**config.mk**
```make
export PLATFORM = sky130hd
export DESIGN_NAME = mat_lane_ctrl
export DESIGN_NICKNAME = d
export VERILOG_FILES = /design/src/verilog/matadd_pkg.sv /design/src/verilog/mat_lane_ctrl.sv
export SDC_FILE = /design/constraint.sdc
export NUM_CORES = 1
export LEC_CHECK = 0
export BUFFER_PORTS_ARGS = -buffer_cell sky130_fd_sc_hd__buf_4
export CAP_MARGIN = 15
export CORE_AREA = 2 2 609 611
export CTS_CLUSTER_SIZE = 10
export DETAILED_ROUTE_END_ITERATION = 12
export DIE_AREA = 0 0 611 613
export GPL_TIMING_DRIVEN = 0
export SYNTH_ARGS = -nofsm -noshare
export SYNTH_HDL_FRONTEND = slang
export SYNTH_SLANG_ARGS = --single-unit
```
**constraint.sdc**
```tcl
create_clock -name clk -period 72.4 [get_ports clk]
set_clock_uncertainty 0.2 [all_clocks]
set_input_delay 10.86 -clock clk [delete_from_list [all_inputs] [get_ports clk]]
set_output_delay 10.86 -clock clk [all_outputs]
set_load 0.05 [all_outputs]
```
**src/verilog/matadd_pkg.sv**
```systemverilog
// shared types, register bus struct and matrix constants for the matrix adder
`default_nettype none

package matadd_pkg;

    // one IEEE-754 double
    typedef logic [63:0] fp64_t;

    // register bus
    typedef logic [1:0]  csr_addr_t;
    typedef logic [31:0] csr_data_t;

    typedef struct packed {
        logic      we;
        csr_addr_t addr;
        csr_data_t wdata;
    } csr_req_t;

    // elements in one 4x4 matrix
    localparam int mat_elems = 16;

    // register map
    // bit 0 of ctrl selects subtract
    localparam csr_addr_t csr_ctrl  = 2'd0;
    localparam csr_addr_t csr_beats = 2'd1;
    localparam csr_addr_t csr_mats  = 2'd2;

    // canonical quiet NaN
    localparam fp64_t fp64_qnan = 64'h7FF8_0000_0000_0000;

endpackage

`default_nettype wire

```
**src/verilog/mat_lane_ctrl.sv**
```systemverilog
// lane controller: operand beats to adder lanes, result beats with last flag
`default_nettype none
`timescale 1ns/10ps

module mat_lane_ctrl #(
    parameter int LANES = 4
) (
    input  wire                    clk,
    input  wire                    rst,
    input  wire                    in_valid,
    output logic                   in_ready,
    input  wire  [LANES*64-1:0]    in_a,
    input  wire  [LANES*64-1:0]    in_b,
    output logic                   out_valid,
    input  wire                    out_ready,
    output logic [LANES*64-1:0]    out_c,
    output logic                   out_last,
    input  wire                    sub_mode,
    output logic                   beat_done,
    output logic                   mat_done,
    output logic [LANES-1:0]       lane_a_stb,
    input  wire  [LANES-1:0]       lane_a_ack,
    output logic [LANES*64-1:0]    lane_a,
    output logic [LANES*64-1:0]    lane_b,
    input  wire  [LANES*64-1:0]    lane_z,
    input  wire  [LANES-1:0]       lane_z_stb,
    output logic [LANES-1:0]       lane_z_ack
);

    import matadd_pkg::*;

    localparam int BEATS = mat_elems / LANES;
    localparam int IW    = (BEATS > 1) ? $clog2(BEATS) : 1;
    localparam logic [IW-1:0] last_idx = IW'(BEATS - 1);
    localparam fp64_t sign_mask = {1'b1, 63'd0};

    typedef enum logic [1:0] {
        st_idle,
        st_compute,
        st_deliver
    } ctrl_state_t;

    ctrl_state_t   state;
    logic [IW-1:0] beat_idx;
    logic          all_done;

    // results are taken only once every lane has finished
    assign all_done   = &lane_z_stb;
    assign in_ready   = (state == st_idle);
    assign lane_z_ack = {LANES{(state == st_compute) && all_done}};
    assign beat_done  = out_valid && out_ready;
    assign mat_done   = beat_done && out_last;

    always_ff @(posedge clk) begin
        if (rst) begin
            state      <= st_idle;
            lane_a_stb <= '0;
            out_valid  <= 1'b0;
            out_last   <= 1'b0;
            beat_idx   <= '0;
        end else begin
            case (state)
                st_idle: begin
                    if (in_valid) begin
                        // mode is sampled here and subtract flips the sign of b
                        for (int k = 0; k < LANES; k++) begin
                            lane_a[k*64 +: 64] <= in_a[k*64 +: 64];
                            lane_b[k*64 +: 64] <= in_b[k*64 +: 64]
                                                  ^ (sub_mode ? sign_mask : '0);
                        end
                        lane_a_stb <= '1;
                        state      <= st_compute;
                    end
                end
                st_compute: begin
                    lane_a_stb <= lane_a_stb & ~lane_a_ack;
                    if (all_done) begin
                        out_c     <= lane_z;
                        out_valid <= 1'b1;
                        out_last  <= (beat_idx == last_idx);
                        state     <= st_deliver;
                    end
                end
                st_deliver: begin
                    if (out_ready) begin
                        out_valid <= 1'b0;
                        beat_idx  <= (beat_idx == last_idx) ? '0 : beat_idx + 1'b1;
                        state     <= st_idle;
                    end
                end
                default: state <= st_idle;
            endcase
        end
    end

    // result beat is held under back-pressure
    assert property (@(posedge clk) disable iff (rst)
        out_valid && !out_ready |=> out_valid && $stable(out_c) && $stable(out_last));

endmodule

`default_nettype wire

```
Word level (Yosys, flattened, before mapping)
Cells that the tools add are included.
Storage, ports and cells
  output and inout bits: 781
  register bits after elaboration: 778
  bits of input ports: 781
  word-level logic and storage cells: 47
Cells by class
  add/subtract/negate cells: 1
  reduce and logical (&&, ||, !) cells: 14
  eq/ne operators: 6
  bitwise gates (word level): 7
  mux-type cells: 11
Operator list (count)
  $xor A64 B64 Y64: 4
  $mux W64: 1
  $reduce_and A3 Y1: 3
  $mux W2: 4
  $pmux W4 S2: 1
  $ne A2 B2 Y1 const B: 3
  $pmux W2 S3: 1
  $reduce_and A6 Y1: 1
  $reduce_and A5 Y1: 1
  $and A4 B4 Y4: 1
  $eq A2 B2 Y1 const B: 2
  $mux W4: 1
  $not A4 Y4: 1
  $reduce_and A2 Y1: 2
  $reduce_and A4 Y1: 1
  $reduce_bool A2 Y1: 2
  $logic_and A1 B1 Y1: 3
  $add A2 B1 Y2 const B: 1
  $eq A2 B1 Y1 const B: 1
  $logic_not A2 Y1: 1
  $mux W1: 2
  $pmux W1 S2: 1
  $not A1 Y1: 1

Depth between registers and ports, before layout
  word-level depth: 3
  depth in mapped cells: 5
  depth with buffers taken out: 3

Worst setup path after synthesis
No wires, ideal clock.
  path type: input-to-reg
  start point: in rst
  end point: reg lane_a[0], enable pin
  cell stages on the path: 1
  buffers on the path: 0
  data required time: 69358 ps
  library setup time: 2842 ps
  arrival: 63598 ps
  path slack: 5761 ps
  cell sequence: nor4b_1
Between the ends
  word-level cells in the longest chain between the ends: 2
Ends and longest elaborated chain
  from (decl): RTL line mat_lane_ctrl.sv:9  | input wire rst,
  $not A1 Y1 (no line)
  $reduce_and A3 Y1 (no line)
  to (signal, indexed assignment): RTL line mat_lane_ctrl.sv:67  | lane_a[k*64 +: 64] <= in_a[k*64 +: 64];
  to (decl): RTL line mat_lane_ctrl.sv:23  | output logic [LANES*64-1:0] lane_a,
No other way between the ends.
A chain may end at the register's enable or synchronous reset.

Worst setup path in the final report
  start point: in lane_z_stb[2]
  end point: out lane_z_ack[1]
Between the ends
  word-level cells in the longest chain between the ends: 2
Ends and longest elaborated chain
  from (decl): RTL line mat_lane_ctrl.sv:26  | input wire [LANES-1:0] lane_z_stb,
  $reduce_and A4 Y1: RTL line mat_lane_ctrl.sv:48  | assign all_done = &lane_z_stb;
  $logic_and A1 B1 Y1: RTL line mat_lane_ctrl.sv:50  | assign lane_z_ack = {LANES{(state == st_compute) && all_done}};
  to (decl): RTL line mat_lane_ctrl.sv:27  | output logic [LANES-1:0] lane_z_ack
No other way between the ends.

==> reports/results.tsv <==
metric	value	unit
finalPower	1240	uW
max_cap_viol_count	0	
seq_area_frac_synth	0.985	
cts_hold_buf	0	
ant_nets	0	
cts_resized	0	
startpoint	lane_z_stb[2]	
seqCellArea	23300	sq um
cts_tree	built	
grt_pass1_wl	307	mm
post_cts_buffers	0	
setup_viol	0	
detail_route.drc_violations	0	
yosysWarnings	0	
synth_nets	1615	
synth.most_common_cell	edfxtp_1	
internal-power	912	uW
p_sw	333	uW
multi_input_area	303	sq um
synth.area.mux_share	0.000424	
cp-end-kind	primary output	
cp_data_required_time	61340	ps
drv_slew	0	
min_path_type	register to register	
power_frac_comb	0.102	
cts.path.max_buffers	4	
r2r_start	state[0]	
rsz0062_at_grt	no	
via_per_inst	2.47	
via_count	18600	
p_per_area	27.0	nW/um^2
setup.worst_path.end	lane_z_ack[1]	
fp.coreArea	368000	sq um
firstDrtPassIters	7	
slew_headroom	0.615	
dpl.hpwl	245	mm
period_share	0.321	
ioPinCount	1562	
ys.flop_type	edfxtp_1	
wl	270	mm
cp_num_cells	6	
die_h	613	um
setup_tns	0	ps
r2r_cells	30	
synthAdderAreaFrac	0.000530	
crit_family	buffers and inverters	
power_frac_seq	0.414	
path_common_cell	buf_4	
io_buffers	1561	
timing.fmax	0.0430	GHz
worstMarginPinSlew	576	ps
synth_area	23600	sq um
grt_overflow	0	
switching_share	0.268	
pwr-share-clk	0.485	
die-area	375000	sq um
synth-seq-cells	778	
status	finished clean	
path_cells	buf_4 > and4_1 > nand3_1 > inv_1 > buf_4 > buf_4	
cts_root_buf	clkbuf_16	
syn_to_final_growth	95.3	%
clkTransAtPathRegs	60	ps
antenna_found_initial	310	
yosysTopAreaCellShare	0.976	
ir_worst_vdd	0.0186	mV
wl_per_cell	35.9	um
drive_gt1_frac	0.685	
htree_levels	3	
crit_type	input port to primary output	
clock_sinks	778	
fin_crit	23230	ps
gr-usage-all-layers	0.138	
ys_types	28	
avgSynthCellArea	28.4	sq um
cts_buffers	119	
rows	223	
nNetsFinal	3377	
synthTopCellsByCount	edfxtp_1 (768), dfxtp_1 (10), a21oi_1 (7)	
synth-xor-area-share	0.00148	
worstPathMaxFanout	4	
reg2reg_to	lane_a[31]	
synth-compound-area-share	0.00503	
syn_inst	833	
synth.area.top_cells	edfxtp_1 (98%), dfxtp_1 (0.85%), a21oi_1 (0.15%)	
initial_core_util	0.0642	
grt_max_degree	33	
synth_top_family_by_area	compound AO/OA/AOI/OAI gates	
yosysTopAreaCell	edfxtp_1	
grt_pass1_vias	18300	
async_reset_ff_frac	0	
critPathLaunchType	input port	
critical-path-slowest-cell	inv_1	
synthSimpleGateAreaFrac	0.00477	
critPathBufInv	4	
chipWidth	611	um
gp_congestion	1.08	
fillers	41300	
cpPeakStageDelay	360	ps
drt_iter0_markers	1595	
hold_violations	0	
ff2ff_setup_slack	64940	ps
p_leak	0.0171	uW
crit_arrival	12170	ps
clkLatencyLatePin	870	ps
synth_edf_count	768	
## how the worst min path moves through the flow
stage                     slack [ps]           from  cells past startpoint            end
final                            300  lane_a_stb[1]                      2  lane_a_stb[1]
after CTS                        300  lane_a_stb[1]                      2  lane_a_stb[1]
after global routing             320  lane_a_stb[1]                      2  lane_a_stb[1]
after global placement           270    beat_idx[0]                      2    beat_idx[0]
after detailed placement         290  lane_a_stb[1]                      2  lane_a_stb[1]
after floorplan                  250    beat_idx[0]                      2    beat_idx[0]
## through the flow
stage	area, sq um	util	setup slack, ps	std cells	hold WS [ps]
floorplan	23600	-	5760	833	250
global placement	41400	0.113	-23940	7231	275
detailed placement	42100	0.115	49160	7311	290
CTS	46100	0.125	49160	7515	300
global route	46100	0.125	49130	7524	324
finish	46100	0.125	49170	7539	301
## power groups by stage
stage	Sequential, uW	Combinational [uW]	Clock [uW]
floorplan	589	5.76	0
global placement	562	124	0
detailed placement	524	128	0
CTS	515	129	631
global route	516	133	642
finish	515	127	603
## state kept, by name, indices dropped and copies added (netlist names)
name and flops:
beat_idx 2, lane_a 256, lane_a_stb 4, lane_b 256
out_c 256, out_last 1, out_valid 1, state 2
## layout make-up
class | count | area share
well taps | 4837 | 0.131
plain buffers | 6 | 0.00100
repair buffers | 1641 | 0.270
diodes | 24 | 0.00130
inverters | 6 | 0.000542
clock buffers | 130 | 0.0657
clock inverters | 74 | 0.0193
flip-flops and latches | 778 | 0.504
multi-input cells | 43 | 0.00656
## cell usage in the layout, fill, tap and decap left out, types with 5 or more instances in the layout
master and count:
buf_4 1633, edfxtp_1 768, clkbuf_16 119, diode_2 24, clkinv_2 19, bufinv_16 16
clkinv_1 13, clkinvlp_4 11, dfxtp_1 10, clkbuf_1 10, buf_12 9, clkinv_4 8
a21oi_1 7, o21ai_0 6, inv_1 5
## per-layer routing
layer | GRT usage | vias up | part of all wire
met5 | 0.00284 | - | 0.0033
met4 | 0.0501 | 114 | 0.047
met3 | 0.113 | 845 | 0.18
met2 | 0.214 | 1893 | 0.44
met1 | 0.136 | 8802 | 0.33
li1 | - | 6981 | -
## worst register-to-register path: cells and delay by family, from the launching register on
family	cells	cell delay [ps]
buffers and inverters	29	6010
AND/OR/NAND/NOR	1	560
flip-flops	1	360
## logic make-up after synthesis
logic type	count (synthesis)
buffers and inverters	12
flip-flops	778
AND/OR/NAND/NOR	18
AO/OA/AOI/OAI	19
XOR/XNOR	4
adder cells (fa/ha/maj)	1
multiplexers	1
(Power assumes the default switching activity.)
