File: config.mk
export PLATFORM = sky130hd
export DESIGN_NAME = fp64_adder
export DESIGN_NICKNAME = d
export VERILOG_FILES = /design/src/verilog/matadd_pkg.sv /design/src/verilog/fp64_adder.sv
export SDC_FILE = /design/constraint.sdc
export NUM_CORES = 1
export LEC_CHECK = 0
export ABC_CLOCK_PERIOD_IN_PS = 15600
export BUFFER_PORTS_ARGS = -buffer_cell sky130_fd_sc_hd__buf_4
export CORE_MARGIN = 2
export CORE_UTILIZATION = 30
export CTS_BUF_LIST = sky130_fd_sc_hd__clkbuf_2 sky130_fd_sc_hd__clkbuf_4 sky130_fd_sc_hd__clkbuf_8
export CTS_CLUSTER_SIZE = 14
export DETAILED_ROUTE_END_ITERATION = 16
export PLACE_DENSITY_LB_ADDON = 0.1
export SYNTH_ARGS = -nofsm -noshare
export SYNTH_HDL_FRONTEND = slang
export SYNTH_SLANG_ARGS = --single-unit
File: constraint.sdc
create_clock -name clk -period 15.6 [get_ports clk]
set_input_delay 1.56 -clock clk [delete_from_list [all_inputs] [get_ports clk]]
set_output_delay 1.56 -clock clk [all_outputs]
set_load 0.1 [all_outputs]
File: src/verilog/matadd_pkg.sv
// shared types, register bus struct and matrix constants for the matrix adder
`default_nettype none

package matadd_pkg;

    // one IEEE-754 double
    typedef logic [63:0] fp64_t;

    // register bus
    typedef logic [1:0]  csr_addr_t;
    typedef logic [31:0] csr_data_t;

    typedef struct packed {
        logic      we;
        csr_addr_t addr;
        csr_data_t wdata;
    } csr_req_t;

    // elements in one 4x4 matrix
    localparam int mat_elems = 16;

    // register map
    // bit 0 of ctrl selects subtract
    localparam csr_addr_t csr_ctrl  = 2'd0;
    localparam csr_addr_t csr_beats = 2'd1;
    localparam csr_addr_t csr_mats  = 2'd2;

    // canonical quiet NaN
    localparam fp64_t fp64_qnan = 64'h7FF8_0000_0000_0000;

endpackage

`default_nettype wire

File: src/verilog/fp64_adder.sv
// multi-cycle double-precision adder with strobe/acknowledge handshake
`default_nettype none
`timescale 1ns/10ps

module fp64_adder (
    input  wire                clk,
    input  wire                rst,
    input  wire matadd_pkg::fp64_t a,
    input  wire matadd_pkg::fp64_t b,
    input  wire                a_stb,
    output logic               a_ack,
    output matadd_pkg::fp64_t  z,
    output logic               z_stb,
    input  wire                z_ack
);

    import matadd_pkg::*;

    typedef enum logic [2:0] {
        st_idle,
        st_unpack,
        st_special,
        st_align,
        st_add,
        st_normalize,
        st_round,
        st_hold
    } adder_state_t;

    // biased exponent with headroom for over/underflow
    typedef logic signed [12:0] exp_t;
    // hidden bit, 52 fraction bits, guard, round, sticky
    typedef logic [55:0] mant_t;

    adder_state_t state;

    fp64_t       a_r;
    fp64_t       b_r;
    fp64_t       z_r;
    logic        a_s;
    logic        b_s;
    logic        z_s;
    exp_t        a_e;
    exp_t        b_e;
    exp_t        z_e;
    mant_t       a_m;
    mant_t       b_m;
    logic [56:0] sum_m;

    logic        a_nan;
    logic        b_nan;
    logic        a_inf;
    logic        b_inf;
    logic        a_zero;
    logic        b_zero;

    exp_t        e_diff;
    logic        round_up;
    logic [53:0] mant_rnd;
    logic [51:0] frac_rnd;
    exp_t        e_rnd;

    // special-value decode from the captured operands
    assign a_nan  = (a_r[62:52] == 11'h7FF) && (a_r[51:0] != '0);
    assign b_nan  = (b_r[62:52] == 11'h7FF) && (b_r[51:0] != '0);
    assign a_inf  = (a_r[62:52] == 11'h7FF) && (a_r[51:0] == '0);
    assign b_inf  = (b_r[62:52] == 11'h7FF) && (b_r[51:0] == '0);
    // denormals are flushed, so a zero exponent means zero
    assign a_zero = (a_r[62:52] == 11'd0);
    assign b_zero = (b_r[62:52] == 11'd0);

    assign e_diff = a_e - b_e;

    // round to nearest, ties to even
    always_comb begin
        round_up = sum_m[2] & (sum_m[1] | sum_m[0] | sum_m[3]);
        mant_rnd = {1'b0, sum_m[55:3]} + 54'(round_up);
        e_rnd    = z_e;
        frac_rnd = mant_rnd[51:0];
        if (mant_rnd[53]) begin
            // a carry out of rounding makes the mantissa 1.0
            e_rnd    = z_e + 13'sd1;
            frac_rnd = mant_rnd[52:1];
        end
    end

    assign a_ack = (state == st_idle);
    assign z_stb = (state == st_hold);
    assign z     = z_r;

    always_ff @(posedge clk) begin
        if (rst) begin
            state <= st_idle;
        end else begin
            case (state)
                st_idle: begin
                    if (a_stb) begin
                        a_r   <= a;
                        b_r   <= b;
                        state <= st_unpack;
                    end
                end
                st_unpack: begin
                    a_s   <= a_r[63];
                    b_s   <= b_r[63];
                    a_e   <= exp_t'({2'b00, a_r[62:52]});
                    b_e   <= exp_t'({2'b00, b_r[62:52]});
                    a_m   <= {a_r[62:52] != 11'd0, a_r[51:0], 3'b000};
                    b_m   <= {b_r[62:52] != 11'd0, b_r[51:0], 3'b000};
                    state <= st_special;
                end
                st_special: begin
                    state <= st_hold;
                    if (a_nan || b_nan) begin
                        z_r <= fp64_qnan;
                    end else if (a_inf) begin
                        z_r <= (b_inf && (a_s != b_s)) ? fp64_qnan : a_r;
                    end else if (b_inf) begin
                        z_r <= b_r;
                    end else if (a_zero && b_zero) begin
                        // only -0 plus -0 keeps the sign
                        z_r <= {a_s & b_s, 63'd0};
                    end else if (a_zero) begin
                        z_r <= b_r;
                    end else if (b_zero) begin
                        z_r <= a_r;
                    end else begin
                        state <= st_align;
                    end
                end
                st_align: begin
                    // shift the smaller operand one bit per cycle
                    if (e_diff > 0) begin
                        if (e_diff > 13'sd56) begin
                            b_m <= {55'd0, |b_m};
                            b_e <= a_e;
                        end else begin
                            b_m <= {1'b0, b_m[55:2], |b_m[1:0]};
                            b_e <= b_e + 13'sd1;
                        end
                    end else if (e_diff < 0) begin
                        if (e_diff < -13'sd56) begin
                            a_m <= {55'd0, |a_m};
                            a_e <= b_e;
                        end else begin
                            a_m <= {1'b0, a_m[55:2], |a_m[1:0]};
                            a_e <= a_e + 13'sd1;
                        end
                    end else begin
                        state <= st_add;
                    end
                end
                st_add: begin
                    z_e   <= a_e;
                    state <= st_normalize;
                    if (a_s == b_s) begin
                        sum_m <= {1'b0, a_m} + {1'b0, b_m};
                        z_s   <= a_s;
                    end else if (a_m == b_m) begin
                        // exact cancellation gives +0
                        z_r   <= '0;
                        state <= st_hold;
                    end else if (a_m > b_m) begin
                        sum_m <= {1'b0, a_m} - {1'b0, b_m};
                        z_s   <= a_s;
                    end else begin
                        sum_m <= {1'b0, b_m} - {1'b0, a_m};
                        z_s   <= b_s;
                    end
                end
                st_normalize: begin
                    if (sum_m[56]) begin
                        sum_m <= {1'b0, sum_m[56:2], |sum_m[1:0]};
                        z_e   <= z_e + 13'sd1;
                    end else if (!sum_m[55]) begin
                        sum_m <= {sum_m[55:0], 1'b0};
                        z_e   <= z_e - 13'sd1;
                    end else begin
                        state <= st_round;
                    end
                end
                st_round: begin
                    if (e_rnd >= 13'sd2047) begin
                        z_r <= {z_s, 11'h7FF, 52'd0};
                    end else if (e_rnd <= 0) begin
                        // underflow flushes to zero
                        z_r <= {z_s, 63'd0};
                    end else begin
                        z_r <= {z_s, e_rnd[10:0], frac_rnd};
                    end
                    state <= st_hold;
                end
                st_hold: begin
                    if (z_ack) begin
                        state <= st_idle;
                    end
                end
                default: state <= st_idle;
            endcase
        end
    end

    // result stays put until the controller takes it
    assert property (@(posedge clk) disable iff (rst)
        z_stb && !z_ack |=> z_stb && $stable(z));

endmodule

`default_nettype wire

# Word-level counts from Yosys, hierarchy flattened
# Index checks and enable logic that the tools add are counted.
[word_totals]
out_inout_bits = 66
regBits = 406
inputBits = 132
wordCells = 150
[classes]
addsub = 9
bitwise_logic = 5
n_reduce_logical = 34
magnitude_cmp = 7
muxes = 55
eq_ne = 26
[op_table]
columns = ["cell", "n"]
rows = [
  ["$mux 64", 9],
  ["$mux 56", 5],
  ["$pmux 56 s2", 2],
  ["$pmux 64 s3", 1],
  ["$mux 57", 3],
  ["$mux 63", 2],
  ["$pmux 57 s2", 1],
  ["$sub 56x56->57", 2],
  ["$reduce_or 56->1", 2],
  ["$mux 55", 2],
  ["$logic_not 52->1", 2],
  ["$mux 13", 8],
  ["$reduce_bool 52->1", 2],
  ["$pmux 13 s2", 3],
  ["$add 56x56->57", 1],
  ["$eq 56x56->1", 1],
  ["$gt 56x56->1", 1],
  ["$add 53x1->54", 1],
  ["$mux 52", 1],
  ["$add 13x2->13 const B", 3],
  ["$mux 3", 12],
  ["$pmux 3 s8", 1],
  ["$eq 11x11->1 const B", 2],
  ["$logic_not 11->1", 2],
  ["34 further kinds", 67],
]

# Depth between registers and ports, before layout
[depth]
ltp_word = 9
depth_mapped = 18
depth_no_buf = 14

# Least setup slack after synthesis
# OpenSTA, ideal clock, no wires.
[synth_path]
path_type = "register to register"
startpoint = "reg a_e[0]"
endpoint = "reg b_e[0] (enable)"
setup_slack_ps = 5666
setup_ps = 685
n_path_buf = 0
arrival_ps = 9249
t_required_ps = 14915
path_stages_with_launch = 14
synth_period_minus_slack_ps = 9934
path_cell_list = "edfxtp_1 -> inv_1 -> ha_1 -> fa_1 -> nor2b_1 -> o21ai_0 -> a21boi_1 -> o21ai_1 -> a211oi_1 -> o21ai_0 -> a21oi_1 -> xnor2_1 -> nor4_1 -> o41ai_1"
[synth_via]
elab_chain_cells = 4
[synth_rtl]
columns = ["item", "line_no", "text"]
rows = [
  ["start, declared", "fp64_adder.sv:43", "exp_t a_e;"],
  ["start signal, assigned", "fp64_adder.sv:106", "a_e <= exp_t'({2'b00, a_r[62:52]});"],
  ["start signal, assigned", "fp64_adder.sv:147", "a_e <= a_e + 13'sd1;"],
  ["$sub 13x13->13", "fp64_adder.sv:72", "assign e_diff = a_e - b_e;"],
  ["$gt 13x1->1", "fp64_adder.sv:133", "if (e_diff > 0) begin"],
  ["$ne 2x2->1 (no line)", "n/a", ""],
  ["$reduce_and 3->1 (no line)", "n/a", ""],
  ["end signal, assigned", "fp64_adder.sv:107", "b_e <= exp_t'({2'b00, b_r[62:52]});"],
  ["end signal, assigned", "fp64_adder.sv:139", "b_e <= b_e + 13'sd1;"],
  ["end, declared", "fp64_adder.sv:44", "exp_t b_e;"],
]
# Every way passes these cells.
# A chain may end at the register's enable or synchronous reset.

# Final worst setup path
[layout_path]
startpoint = "reg a_m[8]"
endpoint = "reg sum_m[48] (data pin)"
[layout_via]
elab_chain_cells = 5
elab_cells_between_ends = 8
cone_classes = "add/sub (3); order compare (1); mux (4)"
[layout_rtl]
columns = ["item", "line_no", "text"]
rows = [
  ["start, declared", "fp64_adder.sv:46", "mant_t a_m;"],
  ["start signal, assigned", "fp64_adder.sv:108", "a_m <= {a_r[62:52] != 11'd0, a_r[51:0], 3'b000};"],
  ["start signal, assigned", "fp64_adder.sv:143", "a_m <= {55'd0, |a_m};"],
  ["start signal, assigned", "fp64_adder.sv:146", "a_m <= {1'b0, a_m[55:2], |a_m[1:0]};"],
  ["$sub 56x56->57, or another cell as far along", "fp64_adder.sv:167", "sum_m <= {1'b0, b_m} - {1'b0, a_m};"],
  ["$mux 57", "fp64_adder.sv:163", "end else if (a_m > b_m) begin"],
  ["$mux 57", "fp64_adder.sv:159", "end else if (a_m == b_m) begin"],
  ["$mux 57 *", "fp64_adder.sv:156", "if (a_s == b_s) begin"],
  ["$pmux 57 s2 *", "fp64_adder.sv:95", "case (state)"],
  ["end signal, assigned", "fp64_adder.sv:157", "sum_m <= {1'b0, a_m} + {1'b0, b_m};"],
  ["end signal, assigned", "fp64_adder.sv:164", "sum_m <= {1'b0, a_m} - {1'b0, b_m};"],
  ["end signal, assigned", "fp64_adder.sv:167", ""],
  ["end, declared", "fp64_adder.sv:48", "logic [56:0] sum_m;"],
]
# Every way passes the cells marked *; elsewhere a longest branch is shown, timed or not. The select of a mux whose other input is x is not followed.

==> key figures <==
Timing
  • Achievable frequency: 167 MHz
  • Fin Setup TNS: 0 ns
  • RSZ-0062 raised after global routing: no
  • Max-slew violations: 0
  • Finish-stage setup viols: 0
  • Fin crit period: 5.99 ns
  • Worst slew margin: 5.87%
  • Hold Vio Cnt, Final: 0
  • Final worst slack: 9.61 ns
  • Setup Skew: 0.0629 ns
  • Tcrit/Tclk final: 38.4%
  • Worst slew pin tran: 1.40 ns

Clock network
  • Clk_lat worst skew: 0.78 ns
  • Clock-pin slew on the worst setup and hold paths: 0.06 ns
  • CTS resizes: 0
  • # clock sinks: 406
  • Cts bufs inserted: 84
  • CTS Root Buffer Type: clkbuf_8
  • H-tree depth: 3
  • Max Buffers Root-to-Sink: 3
  • CTS tree: done
  • Hold buffer count at CTS: 0
  • Post CTS Setup Buffer Count: 0

Global route
  • Vias in the first global route: 27100
  • Grt total ovfl: 0
  • Total GRT Usage: 25.4%
  • Antenna violations before repair: 10
  • Largest net degree at the start of global routing: 94
  • Global-route wire length before repair: 198000 µm

Synth
  • Fraction of registers with async set/reset: 0%
  • Average cell area after synthesis: 9.20 µm²
  • Synth Register Bits: 406
  • Mapped Area: 0.0308 mm²
  • Syn nets: 3671
  • Mapped Cells: 3349
  • Yosys top cell area share: 39.3%
  • Post-synth top area cell: edfxtp_1
  • Sequential fraction of the synthesis area: 39.5%
  • Post-synth EDFFs: 403
  • Synth area leaders: edfxtp_1 (39%), ha_1 (7.6%), a21oi_1 (4.6%), nand2_1 (3.6%), mux2i_1 (3.3%)
  • YS warnings: 0
  • Ys flop type: edfxtp_1
  • Synth cell types: 90

Floorplanning
  • Placement Rows: 117
  • Core Box Area: 0.102 mm²
  • Die ar.: 0.105 mm²
  • Initial core utilization: 30.3%
  • IO Pins: 198
  • Die height: 324 µm
  • Die width: 324 µm

Final layout
  • Most frequent cells in the layout: edfxtp_1 (403), nand2_1 (295), a21oi_1 (280)
  • Most common cell after layout, fill and taps aside: edfxtp_1
  • Utilization after layout: 34.6%
  • Layout cells sized above 1: 13.4%
  • Fill count: 10600
  • Area delta synth->final: 14.3%
  • Final nets: 3790

Setup path
  • Startpoint Class: register
  • Worst R2R End: sum_m[48]
  • Worst r2r src: a_m[8]
  • CP dominant cell by count: inv_1
  • Critical-path top delay cell: nor4_1
  • Worst r2r path cells: 14
  • Setup slack, reg-to-reg: 9.61 ns
  • Cell chain of the critical path: inv_1 > ha_1 > inv_1 > nor3_1 > nand2_1 > nor4_1 > nand3b_1 > nand2b_1 > o21a_2 > buf_4 > mux2_2 > nor2_1 > a2111oi_0 > nor3b_1
  • CP Class: reg2reg
  • Delay of the slowest critical-path stage: 0.76 ns
  • Max FO, Critical Path: 35
  • Critical Path AT: 6.45 ns
  • Crit. End Element: register
  • Worst path required time: 16.06 ns

Detailed routing
  • First-pass DRT Iterations: 7
  • Total Routed Length: 138000 µm
  • Vias per cell: 5.75
  • Antenna Nets Post-Route: 0
  • # DRC: 0
  • Detailed router's first-iteration violation count: 3211
  • WL per Instance: 28.2 µm
  • Via count: 28200

Power and ir drop
  • Peak VDD IR: 0.0000550 V
  • Power Total: 3550 µW
  • Pwr/cell area: 101 mW/mm²
  • P_leak: 0.0135 µW

Placed design
  • PortBufs: 197
  • Post-DP HPWL: 107000 µm
  • DP Worst Slack: 9.75 ns
  • GPL Wtd Cong: 0.990

Job
  • Max Cap Viol: 0

Worst hold path
  • HP Class: reg2reg
  • Hold path depth: 0
  • Hold Path Origin: b_r[63]
  • Sink of the worst hold path: b_s

Status
  • Outcome: finished, final reports clean
-- registers in the layout (all words and copies together) (netlist names) --
signal / count
state: 3
a_e: 13
a_m: 56
z: 64
b_m: 56
b_e: 13
a_r: 64
b_s: 1
a_s: 1
z_s: 1
b_r: 64
z_e: 13
sum_m: 57
-- worst max-delay path by stage --
stage            from        end  slack, ns  depth (start not counted)
3_3_place_gp   a_m[8]  sum_m[51]       9.71                         14
6_report       a_m[8]  sum_m[48]       9.61                         14
5_1_grt        a_m[8]  sum_m[48]       9.30                         14
3_5_place_dp   a_m[8]  sum_m[48]       9.75                         14
4_1_cts        a_m[8]  sum_m[48]       9.73                         14
2_1_floorplan  a_e[0]     b_e[0]       5.67                         13
-- power by group --
group	internal, µW	switching [µW]	leakage, µW
logic	307	667	0.00890
clock network	661	542	0.000890
registers	1290	81.2	0.00371
-- stage by stage --
stage               area (µm²)  hold WS (ns)  std cells
finish                   35200         0.545       4905
global route             35200         0.547       4904
CTS                      35200         0.557       4901
detailed placement       33500         0.556       4750
global placement         33500         0.554       4750
floorplan                30800         0.426       3349
-- worst max-delay path, delay by kind of cell (launching register included) --
family,cells,cell delay [ns]
simple gates,7,2.40
compound gates,2,1.03
fa+ha+maj,1,0.56
mux,1,0.25
flops,1,0.55
buf+inv,3,0.86
-- logic make-up (layout without fill, tap and decap cells) --
| logic type | count (synthesis) | count (layout) | share of synthesized area, % |
|---|---|---|---|
| flops | 406 | 406 | 39.5 |
| compound gates | 998 | 998 | 22.0 |
| simple gates | 1086 | 1086 | 17.3 |
| other cells | 0 | 4 | 0 |
| fa+ha+maj | 190 | 190 | 7.82 |
| xor+xnor | 147 | 147 | 4.18 |
| mux | 107 | 107 | 3.51 |
| buf+inv | 415 | 599 | 5.68 |
-- metal layers --
| layer | global-route usage, % | up-vias | part of all wire (%) |
|---|---|---|---|
| li1 | - | 12900 | - |
| met1 | 38.6 | 14000 | 48 |
| met4 | 6.39 | 4 | 2.5 |
| met5 | 0 | - | 0.019 |
| met3 | 4.70 | 197 | 7.9 |
| met2 | 36.5 | 1182 | 42 |
-- cell usage after synthesis, drive strengths merged (70+ instances only) --
| cell type | number |
|---|---|
| a21oi | 280 |
| and3 | 77 |
| clkbuf | 147 |
| edfxtp | 403 |
| ha | 186 |
| inv | 206 |
| mux2i | 100 |
| nand2 | 296 |
| nand3 | 98 |
| nand4 | 70 |
| nor2 | 233 |
| nor3 | 88 |
| nor4 | 89 |
| o21ai | 149 |
| o31ai | 122 |
| xnor2 | 101 |
-- cell type report --
class	count	area (µm²)	share of cell area, %
flip-flops and latches	406	12200	34.6
well taps	1368	1710	4.86
repair buffers	241	1810	5.14
diodes	4	10.0	0.0284
clock buffers	106	1340	3.81
inverters	207	777	2.21
multi-input cells	2528	17000	48.4
clock inverters	45	367	1.04
(Power assumes the default switching activity.)
