===== src/verilog/matadd_pkg.sv =====
// shared types, register bus struct and matrix constants for the matrix adder
`default_nettype none

package matadd_pkg;

    // one IEEE-754 double
    typedef logic [63:0] fp64_t;

    // register bus
    typedef logic [1:0]  csr_addr_t;
    typedef logic [31:0] csr_data_t;

    typedef struct packed {
        logic      we;
        csr_addr_t addr;
        csr_data_t wdata;
    } csr_req_t;

    // elements in one 4x4 matrix
    localparam int mat_elems = 16;

    // register map
    // bit 0 of ctrl selects subtract
    localparam csr_addr_t csr_ctrl  = 2'd0;
    localparam csr_addr_t csr_beats = 2'd1;
    localparam csr_addr_t csr_mats  = 2'd2;

    // canonical quiet NaN
    localparam fp64_t fp64_qnan = 64'h7FF8_0000_0000_0000;

endpackage

`default_nettype wire


===== src/verilog/mat_csr.sv =====
// control and status registers: subtract mode, beat and matrix counters
`default_nettype none
`timescale 1ns/10ps

module mat_csr (
    input  wire                     clk,
    input  wire                     rst,
    input  wire matadd_pkg::csr_req_t csr_req,
    input  wire                     csr_req_valid,
    output matadd_pkg::csr_data_t   csr_rdata,
    input  wire                     beat_done,
    input  wire                     mat_done,
    output logic                    sub_mode
);

    import matadd_pkg::*;

    csr_data_t beat_cnt;
    csr_data_t mat_cnt;
    logic      wr_en;

    assign wr_en = csr_req_valid && csr_req.we;

    always_ff @(posedge clk) begin
        if (rst) begin
            sub_mode <= 1'b0;
            beat_cnt <= '0;
            mat_cnt  <= '0;
        end else begin
            // counters wrap
            if (beat_done) begin
                beat_cnt <= beat_cnt + 1'b1;
            end
            if (mat_done) begin
                mat_cnt <= mat_cnt + 1'b1;
            end
            // a write wins over a same-cycle increment
            if (wr_en) begin
                case (csr_req.addr)
                    csr_ctrl:  sub_mode <= csr_req.wdata[0];
                    csr_beats: beat_cnt <= '0;
                    csr_mats:  mat_cnt  <= '0;
                    default: ;
                endcase
            end
        end
    end

    always_comb begin
        case (csr_req.addr)
            csr_ctrl:  csr_rdata = {31'd0, sub_mode};
            csr_beats: csr_rdata = beat_cnt;
            csr_mats:  csr_rdata = mat_cnt;
            default:   csr_rdata = '0;
        endcase
    end

    // address 3 is not mapped
    assert property (@(posedge clk) disable iff (rst)
        wr_en |-> csr_req.addr != csr_addr_t'(3));

endmodule

`default_nettype wire


===== config.mk =====
export PLATFORM = sky130hd
export DESIGN_NAME = mat_csr
export DESIGN_NICKNAME = d
export VERILOG_FILES = /design/src/verilog/matadd_pkg.sv /design/src/verilog/mat_csr.sv
export SDC_FILE = /design/constraint.sdc
export NUM_CORES = 1
export LEC_CHECK = 0
export ABC_AREA = 1
export ABC_CLOCK_PERIOD_IN_PS = 4000
export BUFFER_PORTS_ARGS = -buffer_cell sky130_fd_sc_hd__buf_2
export CAP_MARGIN = 5
export CORE_MARGIN = 4
export CORE_UTILIZATION = 35
export DETAILED_ROUTE_END_ITERATION = 6
export GPL_ROUTABILITY_DRIVEN = 0
export RECOVER_POWER = 100
export SLEW_MARGIN = 25
export SYNTH_ARGS = -nofsm -noshare
export SYNTH_HDL_FRONTEND = slang
export SYNTH_SLANG_ARGS = --single-unit

===== constraint.sdc =====
create_clock -name clk -period 4 [get_ports clk]
set_input_delay 1 -clock clk [delete_from_list [all_inputs] [get_ports clk]]
set_output_delay 1 -clock clk [all_outputs]
set_load 0.02 [all_outputs]

Word-level counts from Yosys, hierarchy flattened
Cells that the tools add are included.
{"block": "op_classes", "eq_ne": 2, "reduce_logical": 3, "mux": 7, "addsub": 2}
{"op": "32-bit two-way mux", "count": 6}
{"op": "32-bit one-hot mux with 3 select lines", "count": 1}
{"op": "32-bit by 1-bit adder with 32-bit output (second input constant)", "count": 2}
{"op": "2-bit by 1-bit == test with 1-bit output (second input constant)", "count": 1}
{"op": "2-bit == test (second input constant)", "count": 1}
{"op": "2-bit logical NOT", "count": 1}
{"op": "2-bit AND reduction", "count": 1}
{"op": "1-bit logical AND", "count": 1}
{"block": "totals", "inputBits": 40, "regBits": 65, "output_inout_bits": 33, "elab_cells": 17}

Longest topological paths before layout
Gate-level depths: netlist of the first run.
{"block": "logic_depth", "ltp_word": 4, "ltp_mapped": 10, "mapped_depth_nobuf": 10}

Worst setup path before layout of the first run
OpenSTA, ideal clock, no wires.
{"block": "synth_timing", "path_type": "input to output", "from": "input csr_req[32] (netlist name)", "to": "output csr_rdata[10]", "path_stages": 5, "path_buffers": 1, "t_required_ns": 3.000, "path_slack_ns": 1.147, "arrival_ns": 1.853, "cell_sequence": "inv_2 -> nor2_4 -> inv_1 -> clkbuf_1 -> o22ai_1"}
{"block": "synth_between", "elab_chain_cells": 2, "word_cells_on_any_way": 4, "classes_between": "2 x eq/ne; 1 x mux; 1 x reduce/logical"}
{"item": "start, declared", "line_no": "mat_csr.sv:8", "rtl": "input wire matadd_pkg::csr_req_t csr_req,"}
{"item": "2-bit == test, or another cell as far along", "line_no": "mat_csr.sv:50", "rtl": "case (csr_req.addr)"}
{"item": "32-bit one-hot mux with 3 select lines *", "line_no": "mat_csr.sv:50"}
{"item": "end, declared", "line_no": "mat_csr.sv:10", "rtl": "output matadd_pkg::csr_data_t csr_rdata,"}
Every way passes the cells marked *; elsewhere a longest branch is shown, timed or not.

Worst setup path in the final report of the first run
{"block": "layout_timing", "from": "input csr_req[33] (netlist name)", "to": "output csr_rdata[13]"}
The elaborated chain is that of the path after synthesis.

==> summary.md, run 1 <==
| Metric | Value |
|---|---|
| Hold_buf cts | 0 |
| Final Skew | around 0.0046 ns |
| Post-synth cell types | 40 |
| Routed WL per cell | roughly 14 um |
| WL final | around 11000 um |
| Clock slew seen by the registers of the worst setup and hold paths | approximately 0.050 ns |
| Final worst path period share | 0.859 |
| CP arrival | 2.44 ns |
| Final setup vio count | 0 |
| Unrepaired setup endpoints after global routing | false |
| Fin nets | 695 |
| Outcome | complete, no violations |
| Tmin final | ~3.4 ns |
| Total of max-cap violations | 0 |
| IO Pins | 73 |
| Total Neg Setup Slack | 0 ns |
| Area grow syn2layout | 14.2% |
| Min-delay src | mat_cnt[9]$_SDFF_PP0_ |
| Most frequent cells in the layout | 140 x nand2_1, 98 x nor2_1, 72 x inv_1, 65 x dfxtp_1, 41 x nand3_1 |
| Fraction of layout cells with a size suffix above 1 | 0.102 |
| R2R Path End | mat_cnt[26]$_SDFF_PP0_ |
| P_leak | between 1.5 and 2 nW |
| Vias | approximately 4000 |
| 1st-iter DRT viols | between 200 and 250 |
| Pwr dens | between 300 and 400 nW/um2 |
| Die area | between 10000 and 15000 um2 |
| Cell count after synthesis | just over 600 |
| Die H | between 100 and 150 um |
| Syn_area_per_cell | about 6.5 um2 |
| #FFs+latches synth | 65 |
| CTS sink cnt | 65 |
| Fill cell count | 1190 |
| Most common cell after layout, fill and taps aside | nand2_1 |
| Clock Path Buffers | 2 |
| Clock Latency Late Sink | around 0.33 ns |
| Setup slack, reg-to-reg | around 2.3 ns |
| DRC | 0 |
| Worst Hold End | mat_cnt[9]$_SDFF_PP0_ |
| Starting density of the core | 0.361 |
| Final Non-Filler Cells | 795 |
| Worst Path Max Fanout | 14 |
| Worst-Margin Slew | about 0.90 ns |
| Antenna viol nets, final | 0 |
| FF-to-FF Start | mat_cnt[1]$_SDFF_PP0_ |
| DR pass1 iterations | 5 |
| DR vias/cell | 5.06 |
| Cell row count | 38 |
| First-pass GRT wire length | 17800 um |
| Setup bufs post-CTS | 0 |
| HPWL Detailed | between 8000 and 9000 um |
| Vias in the first global route | between 3000 and 4000 |
| Core ar. | between 10000 and 15000 um2 |
| VDD IR max | roughly 0.14 mV |
| Post-synthesis sequential area ratio | 0.329 |
| GRT Util Overall | 0.172 |
| Port bufs | about 40 |
| Hold Fails Final Rpt | 0 |
| Number of H-tree levels | 3 |
| Worst Hold Class | flop to flop |
| Critical path endpoint category | output port |
| Syn nets | between 600 and 700 |
| TritonCTS Buffers | 9 |
| Worst Path Required | approximately 3.0 ns |
| Largest net degree at the start of global routing | 21 |
| Cell count of the worst reg-to-reg path | 8 |
| Max Clock Freq | a little under 0.3 GHz |
| DP Cell Count | 782 |
| Final Core Density | 0.413 |
| Antenna violations before repair | 0 |
| Worst rel slew slack | 0.397 |
| YS warnings | 0 |
| Area of the mapped netlist | 3950 um2 |
| Root Buffer | clkbuf_16 |
| Ant. Diodes | 0 |
| Post-CTS resize count | 0 |
| Max-slew violations | 0 |
| Die X | between 100 and 150 um |
| Hold Crit Depth | 2 |
| CTS tree | done |
| Grt total ovfl | 0 |
| CP Launch Type | input port |
| Worst Setup Path Type | input port to output port |
## registers in the layout, summed over array words and instances, names as in the netlist
name / flops
mat_cnt: 32
sub_mode: 1
beat_cnt: 32
## kinds of logic after synthesis
kind of cell | Yosys count | synth area share
AOI/OAI and AO/OA | 87 | 0.128
xor gates and xnor gates | 8 | 0.0177
adders and majority gates | 2 | 0.00633
buffers and inverters | 90 | 0.0890
DFF | 65 | 0.329
and+or+nand+nor | 356 | 0.430
## synth_stat cells (all sizes together)
cell      n  area, um2
xor2      8       70.1
a31oi     3       18.8
nor3     21        110
a21oi    31        159
a22o      7       61.3
nand2   149        597
o21a      3       22.5
nor3b     1       7.51
inv      78        295
nand4     7       43.8
ha        2       25.0
nand3b    3       22.5
nor2    122        607
dfxtp    65       1300
a211oi    1       7.51
o221ai    1       8.76
o211a     1       10.0
buf       7       37.5
o21ai    28        144
clkbuf    4       15.0
and2      3       18.8
clkinv    1       3.75
and3      1       6.26
nor4      2       12.5
o22ai    12       75.1
nand3    47        273
## worst max path at each step
stage / cells past startpoint / startpoint / end
CTS: 6 / csr_req[32] / csr_rdata[13]
finish: 7 / csr_req[33] / csr_rdata[13]
detailed placement: 6 / csr_req[32] / csr_rdata[13]
global route: 7 / csr_req[33] / csr_rdata[13]
floorplan: 5 / csr_req[32] / csr_rdata[10]
global placement: 6 / csr_req[32] / csr_rdata[13]
## worst max-delay path, cell delays in order
cell and delay [ns]:
clkbuf_1 0.17, inv_1 0.11, nor2_1 0.13, clkbuf_1 0.50, nand2_1 0.09, o21ai_0 0.16
clkbuf_1 0.27
## routing by layer
| layer | wire length (um) | track usage | share of wire |
|---|---|---|---|
| met4 | 358 | 0.0823 | 0.033 |
| met3 | 365 | 0.0312 | 0.033 |
| met1 | 4800 | 0.199 | 0.44 |
| met5 | 0 | 0 | 0 |
| met2 | 5380 | 0.306 | 0.49 |
## stage by stage
step	setup WS [ns]	area (um2)	hold slack (ns)	power [W]
floorplan	1.15	3950	0.455	0.000720
global placement	0.933	4310	0.490	0.000741
detailed placement	0.924	4310	0.486	0.000742
CTS	0.924	4580	0.500	0.00147
global route	0.434	4510	0.529	0.00150
finish	0.564	4510	0.501	0.00146
## cell type report
type	count	area, um2	area share
sequential	65	1300	0.288
multi-input combinational	453	2290	0.507
tap	140	175	0.0388
timing repair buffer	45	179	0.0397
inverter	79	299	0.0663
clock buffer	13	270	0.0599
## power by group
| part | internal (W) | leakage (nW) | switching (W) |
|---|---|---|---|
| Clock | 0.000460 | 0.134 | 0.000276 |
| Combinational | 0.0000176 | 1.03 | 0.0000490 |
| Sequential | 0.000652 | 0.524 | 0.00000550 |
No activity file was read; power rests on OpenSTA's default activity.
==> inputs of run 2 (changes only) <==
--- a/config.mk
+++ b/config.mk
@@ -8,9 +8,9 @@
 export ABC_AREA = 1
 export ABC_CLOCK_PERIOD_IN_PS = 4000
 export BUFFER_PORTS_ARGS = -buffer_cell sky130_fd_sc_hd__buf_2
-export CAP_MARGIN = 5
 export CORE_MARGIN = 4
 export CORE_UTILIZATION = 35
+export CTS_BUF_LIST = sky130_fd_sc_hd__clkbuf_4
 export DETAILED_ROUTE_END_ITERATION = 6
 export GPL_ROUTABILITY_DRIVEN = 0
 export RECOVER_POWER = 100
==> constraint.sdc (replaced) <==
create_clock -name clk -period 4 [get_ports clk]
set_input_delay 1 -clock clk [delete_from_list [all_inputs] [get_ports clk]]
set_output_delay 1 -clock clk [all_outputs]
set_load 0.05 [all_outputs]
==> run 2 against run 1 <==
Against the previous run: fmax fell by 1.2%; register-to-register slack barely moved; combinational power rose by 8.3%; first-iteration DRC count fell by 17%; worst hold slack improved by 0.015 ns; worst setup slack got worse by 0.042 ns; routed wire length rose by 0.37%; critical path type unchanged.
==> summary.md, run 2 (same netlist as run 1, synthesis figures left out) <==
| Metric | Value |
|---|---|
| TritonCTS Buffers | 9 (unchanged) |
| DR pass1 iterations | 4 (-1) |
| Die X | 114 um (unchanged) |
| Total of max-cap violations | 0 (unchanged) |
| Setup bufs post-CTS | 0 (unchanged) |
| Hold_buf cts | 0 (unchanged) |
| CTS tree | done |
| CTS sink cnt | 65 (unchanged) |
| Port bufs | 41 (unchanged) |
| Routed WL per cell | 13.7 um (+0.11%) |
| Die area | 13100 um2 (unchanged) |
| P_leak | 1.67 nW (-1.2%) |
| Clock Path Buffers | 2 (unchanged) |
| IO Pins | 73 (unchanged) |
| Antenna violations before repair | 1 (+1) |
| Root Buffer | clkbuf_4 |
| Critical path endpoint category | output port |
| FF-to-FF Start | mat_cnt[1]$_SDFF_PP0_ |
| Antenna viol nets, final | 0 (unchanged) |
| Clock slew seen by the registers of the worst setup and hold paths | 0.11 ns (+0.06 ns) |
| Worst Hold End | mat_cnt[9]$_SDFF_PP0_ |
| CP arrival | 2.48 ns (+0.04 ns) |
| Final instance area | 4370 um2 (-3.2%) |
| Min-delay src | mat_cnt[9]$_SDFF_PP0_ |
| Area after DPL | 4310 um2 (unchanged) |
| Tmin final | 3.48 ns (+0.0416 ns) |
| Hold Fails Final Rpt | 0 (unchanged) |
| Top Registers | beat_cnt x32, mat_cnt x32, sub_mode x1 |
| DR vias/cell | 5.02 (-0.80%) |
| Final Skew | 0.00540 ns (+0.000786 ns) |
| Fraction of layout cells with a size suffix above 1 | 0.122 (+0.0197) |
| Worst Hold Class | flop to flop |
| WL final | 10900 um (+0.37%) |
| Cell row count | 38 (unchanged) |
| DP Cell Count | 782 (unchanged) |
| Worst-Margin Slew | 0.930 ns (+0.0260 ns) |
| R2R Path End | mat_cnt[26]$_SDFF_PP0_ |
| Final Non-Filler Cells | 797 (+0.25%) |
| VDD IR max | 0.0916 mV (-36%) |
| Starting density of the core | 0.361 (unchanged) |
| Fin nets | 695 (unchanged) |
| Die H | 114 um (unchanged) |
| Pwr dens | 252 nW/um2 (-22%) |
| Area grow syn2layout | 10.5% |
| Final worst path period share | 0.869 (+0.0104) |
| HPWL Detailed | 8700 um (+2.0%) |
| CP Launch Type | input port |
| Total power | 0.00110 W (-25%) |
| Max-slew violations | 0 (unchanged) |
| 1st-iter DRT viols | 170 (-17%) |
| Fill cell count | 1218 (+2.4%) |
| Worst Path Max Fanout | 14 (unchanged) |
| Worst Setup Path Type | input port to output port |
| Max Clock Freq | 0.288 GHz (-1.2%) |
| GRT Util Overall | 0.174 (+0.00162) |
| Final setup vio count | 0 (unchanged) |
| Worst Path Required | 3.00 ns (about the same) |
| Setup slack, reg-to-reg | 2.35 ns (about the same) |
| Worst rel slew slack | 0.380 (-0.0173) |
| Cell count of the worst reg-to-reg path | 8 (unchanged) |
| Post-CTS resize count | 0 (unchanged) |
| Core ar. | 10900 um2 (unchanged) |
| Grt total ovfl | 0 (unchanged) |
| Most frequent cells in the layout | 140 x nand2_1, 97 x nor2_1, 72 x inv_1, 65 x dfxtp_1, 41 x nand3_1 |
| Number of H-tree levels | 3 (unchanged) |
| Clock Latency Late Sink | 0.42 ns (+0.09 ns) |
| First-pass GRT wire length | 17900 um (+0.66%) |
| DRC | 0 (unchanged) |
| Most common cell after layout, fill and taps aside | nand2_1 |
| Hold Crit Depth | 2 (unchanged) |
| Vias in the first global route | 3868 (+0.47%) |
| Unrepaired setup endpoints after global routing | false |
| Vias | 4002 (-0.55%) |
| Largest net degree at the start of global routing | 21 (unchanged) |
| Total Neg Setup Slack | 0 ns (unchanged) |
| Outcome | complete, no violations |
==> run 2: cell types whose count changed in the layout (fill, tap and decap cells not counted), sizes merged <==
cell / previous run / this run
clkbuf: 50 / 37
buf: 8 / 20
clkinv: 1 / 3
diode: 0 / 1
==> run 2: worst max path at each step <==
stage | from | slack (ns) | cells after the start | end
final | csr_req[33] | 0.52 | 7 | csr_rdata[13]
after global routing | csr_req[33] | 0.43 | 7 | csr_rdata[13]
after CTS | csr_req[32] | 0.83 | 6 | csr_rdata[13]
after detailed placement | csr_req[32] | 0.83 | 6 | csr_rdata[13]
after global placement | csr_req[32] | 0.84 | 6 | csr_rdata[13]
after floorplan | csr_req[32] | 0.60 | 4 | csr_rdata[13]
==> run 2: layout make-up <==
| class | instances | area (um2) | share of cell area |
|---|---|---|---|
| Antenna cell | 1 | 2.50 | 0.000573 |
| Inverter | 79 | 299 | 0.0685 |
| Clock buffer | 12 | 90.1 | 0.0206 |
| Sequential cell | 65 | 1300 | 0.298 |
| Multi-Input combinational cell | 453 | 2290 | 0.526 |
| Tap cell | 140 | 175 | 0.0401 |
| Timing Repair Buffer | 45 | 196 | 0.0450 |
| Clock inverter | 2 | 7.51 | 0.00172 |
==> run 2: through the flow <==
stage               hold WS [ns]  setup slack (ns)  utilization
finish                     0.515             0.523        0.399
detailed placement         0.489             0.832        0.394
CTS                        0.512             0.831        0.403
global route               0.555             0.426        0.399
global placement           0.491             0.835        0.394
floorplan                  0.455             0.601            -
==> run 2: layer usage <==
layer | global-route usage | vias up | routed length, um
li1 | - | 2063 | -
met1 | 0.201 | 1822 | 4680
met2 | 0.309 | 92 | 5520
met3 | 0.0307 | 25 | 431
met4 | 0.0831 | 0 | 322
met5 | 0 | - | 0
==> run 2: power by group <==
group | total [W] | switching [W] | internal [W]
combinational | 0.0000721 | 0.0000537 | 0.0000184
sequential | 0.000656 | 0.00000552 | 0.000651
clock | 0.000373 | 0.000234 | 0.000139
total | 0.00110 | 0.000293 | 0.000808
==> run 2: worst max-delay path, stage by stage <==
cell and delay (ns):
clkbuf_1 0.17, inv_1 0.13, nor2_4 0.10, clkbuf_1 0.50, nand2_1 0.08, o21ai_0 0.16
buf_2 0.33
==> inputs of run 3 (changes only) <==
--- a/config.mk
+++ b/config.mk
@@ -8,12 +8,14 @@
 export ABC_AREA = 1
 export ABC_CLOCK_PERIOD_IN_PS = 4000
 export BUFFER_PORTS_ARGS = -buffer_cell sky130_fd_sc_hd__buf_2
+export CELL_PAD_IN_SITES_DETAIL_PLACEMENT = 0
+export CELL_PAD_IN_SITES_GLOBAL_PLACEMENT = 1
 export CORE_MARGIN = 4
 export CORE_UTILIZATION = 35
 export CTS_BUF_LIST = sky130_fd_sc_hd__clkbuf_4
 export DETAILED_ROUTE_END_ITERATION = 6
 export GPL_ROUTABILITY_DRIVEN = 0
-export RECOVER_POWER = 100
+export PLACE_DENSITY_LB_ADDON = 0.1
 export SLEW_MARGIN = 25
 export SYNTH_ARGS = -nofsm -noshare
 export SYNTH_HDL_FRONTEND = slang
==> run 3 against run 2 <==
Against the previous run: largest cell class unchanged; worst setup slack gained 0.12 ns; die area is the same; sequential power is essentially flat; routed wire length grew 4.7%; highest routed layer unchanged; sequential share of layout area shrank 0.59 points; core utilization grew 0.81 points; fmax grew 3.5%; critical endpoint is now csr_rdata[18]; flip-flop and latch count is the same; cell count is the same.
==> summary.md, run 3 (same netlist as run 1, synthesis figures left out) <==
| Metric | Value |
|---|---|
| Final setup vio count | 0 (unchanged) |
| Worst rel slew slack | 0.671 (+0.291) |
| Most frequent cells in the layout | 140 x nand2_1, 97 x nor2_1, 70 x inv_1, 65 x dfxtp_1 |
| Max-slew violations | 0 (unchanged) |
| Setup slack, reg-to-reg | 2.34 ns (about the same) |
| Vias | 3874 (-3.2%) |
| Final worst path period share | 0.840 (-0.0296) |
| Number of H-tree levels | 3 (unchanged) |
| Die H | 114 um (unchanged) |
| Worst Path Required | 3.00 ns (about the same) |
| 1st-iter DRT viols | 136 (-20%) |
| Final Skew | 0.0107 ns (+0.00534 ns) |
| Routed WL per cell | 14.4 um (+4.7%) |
| IO Pins | 73 (unchanged) |
| Fraction of layout cells with a size suffix above 1 | 0.166 (+0.0440) |
| Port bufs | 41 (unchanged) |
| TritonCTS Buffers | 9 (unchanged) |
| Min-delay src | mat_cnt[9]$_SDFF_PP0_ |
| Area grow syn2layout | 12.7% |
| Die area | 13100 um2 (unchanged) |
| CP arrival | 2.36 ns (-0.12 ns) |
| Total Neg Setup Slack | 0 ns (unchanged) |
| Setup bufs post-CTS | 0 (unchanged) |
| Post-CTS resize count | 0 (unchanged) |
| Fin nets | 694 (-0.14%) |
| DR vias/cell | 4.86 (-3.2%) |
| Clock Latency Late Sink | 0.43 ns (about the same) |
| CP Launch Type | input port |
| Top Registers | beat_cnt x32, mat_cnt x32, sub_mode x1 |
| CTS sink cnt | 65 (unchanged) |
| Die X | 114 um (unchanged) |
| Area after DPL | 4300 um2 (-0.17%) |
| GRT Util Overall | 0.186 (+0.0118) |
| Worst Path Max Fanout | 19 (+5) |
| Cell count of the worst reg-to-reg path | 8 (unchanged) |
| DRC | 0 (unchanged) |
| Total of max-cap violations | 0 (unchanged) |
| Ant. Diodes | 0 (-1) |
| Tmin final | 3.36 ns (-0.118 ns) |
| FF-to-FF Start | mat_cnt[1]$_SDFF_PP0_ |
| Grt total ovfl | 0 (unchanged) |
| R2R Path End | mat_cnt[26]$_SDFF_PP0_ |
| Worst Hold Class | flop to flop |
| Unrepaired setup endpoints after global routing | false |
| Root Buffer | clkbuf_4 |
| Cell row count | 38 (unchanged) |
| Clock Path Buffers | 2 (unchanged) |
| Worst Setup Path Type | input port to output port |
| Final instance area | 4460 um2 (+2.0%) |
| Antenna violations before repair | 0 (-1) |
| CP max-delay cell | buf_2 |
| Final hold slack | 0.515 ns (-0.000107 ns) |
| Starting density of the core | 0.361 (unchanged) |
| Clock slew seen by the registers of the worst setup and hold paths | 0.11 ns (about the same) |
| VDD IR max | 0.160 mV (+74%) |
| First-pass GRT wire length | 19100 um (+6.7%) |
| Max Clock Freq | 0.298 GHz (+3.5%) |
| Pwr dens | 277 nW/um2 (+10%) |
| Final Core Density | 0.407 (+0.00812) |
| Vias in the first global route | 3761 (-2.8%) |
| Antenna viol nets, final | 0 (unchanged) |
| Post-route setup slack | 0.641 ns (+0.118 ns) |
| Crit-path cells | buf_2 -> inv_2 -> nor2_4 -> inv_2 -> o21ai_0 -> buf_2 |
| Worst-Margin Slew | 0.493 ns (-0.437 ns) |
| Core ar. | 10900 um2 (unchanged) |
| P_leak | 1.79 nW (+7.1%) |
| Worst Hold End | mat_cnt[9]$_SDFF_PP0_ |
| DR pass1 iterations | 5 (+1) |
| CTS tree | done |
| Critical path endpoint category | output port |
| Placement Setup Slack | 0.617 ns (-0.215 ns) |
| WL final | 11500 um (+4.7%) |
| Outcome | complete, no violations |
| Largest net degree at the start of global routing | 21 (unchanged) |
| HPWL Detailed | 9140 um (+5.0%) |
| Hold Crit Depth | 2 (unchanged) |
| Hold Fails Final Rpt | 0 (unchanged) |
| CP peak stage delay | 0.32 ns (-0.18 ns) |
| Hold_buf cts | 0 (unchanged) |
| Most common cell after layout, fill and taps aside | nand2_1 |
run 3: cell types whose count changed in the layout (fill, tap and decap cells not counted):
cell | previous run | this run
clkbuf_1 | 25 | 0
buf_2 | 19 | 41
o21ai_0 | 23 | 15
o21ai_1 | 4 | 12
clkbuf_4 | 12 | 9
buf_4 | 1 | 3
bufinv_16 | 0 | 2
clkinv_2 | 0 | 2
inv_1 | 72 | 70
inv_2 | 5 | 7
clkinvlp_4 | 0 | 1
diode_2 | 1 | 0
nor3_1 | 21 | 20
nor3_2 | 0 | 1
run 3: routing by layer:
metal | global-route usage | vias up | wire (um)
met2 | 0.314 | 41 | 5530
li1 | - | 2059 | -
met5 | 0 | - | 0
met3 | 0.0354 | 10 | 331
met1 | 0.242 | 1764 | 5440
met4 | 0.0523 | 0 | 161
run 3: final cells by class:
type	count	area [um2]
Timing Repair Buffer	44	228
Tap cell	140	175
Sequential cell	65	1300
Clock buffer	9	67.6
Multi-Input combinational cell	453	2300
Inverter	79	299
Fill cell	1221	6480
Clock inverter	7	85.1
run 3: worst max path at each step:
stage	start	endpoint	slack, ns	cells past startpoint
after floorplan	csr_req[32]	csr_rdata[13]	0.60	4
after global placement	csr_req[33]	csr_rdata[18]	0.65	6
after detailed placement	csr_req[33]	csr_rdata[18]	0.62	6
after CTS	csr_req[33]	csr_rdata[18]	0.62	6
after global routing	csr_req[33]	csr_rdata[18]	0.52	6
final	csr_req[33]	csr_rdata[18]	0.64	6
run 3: where the power goes:
part,total (W),switching [W],internal (W)
Combinational,0.0000742,0.0000542,0.0000200
Sequential,0.000657,0.00000574,0.000651
Clock,0.000505,0.000258,0.000247
Total,0.00124,0.000318,0.000918
run 3: through the flow:
stage / total power, W / std cells
2_1_floorplan: 0.000724 / 608
3_5_place_dp: 0.000747 / 781
5_1_grt: 0.00130 / 797
6_report: 0.00124 / 797
3_3_place_gp: 0.000746 / 781
4_1_cts: 0.00125 / 797
run 3: worst max-delay path: cells and delay by family:
kind	cells	cell delay [ns]
compound gates	1	0.30
buf+inv	4	0.74
simple gates	1	0.31
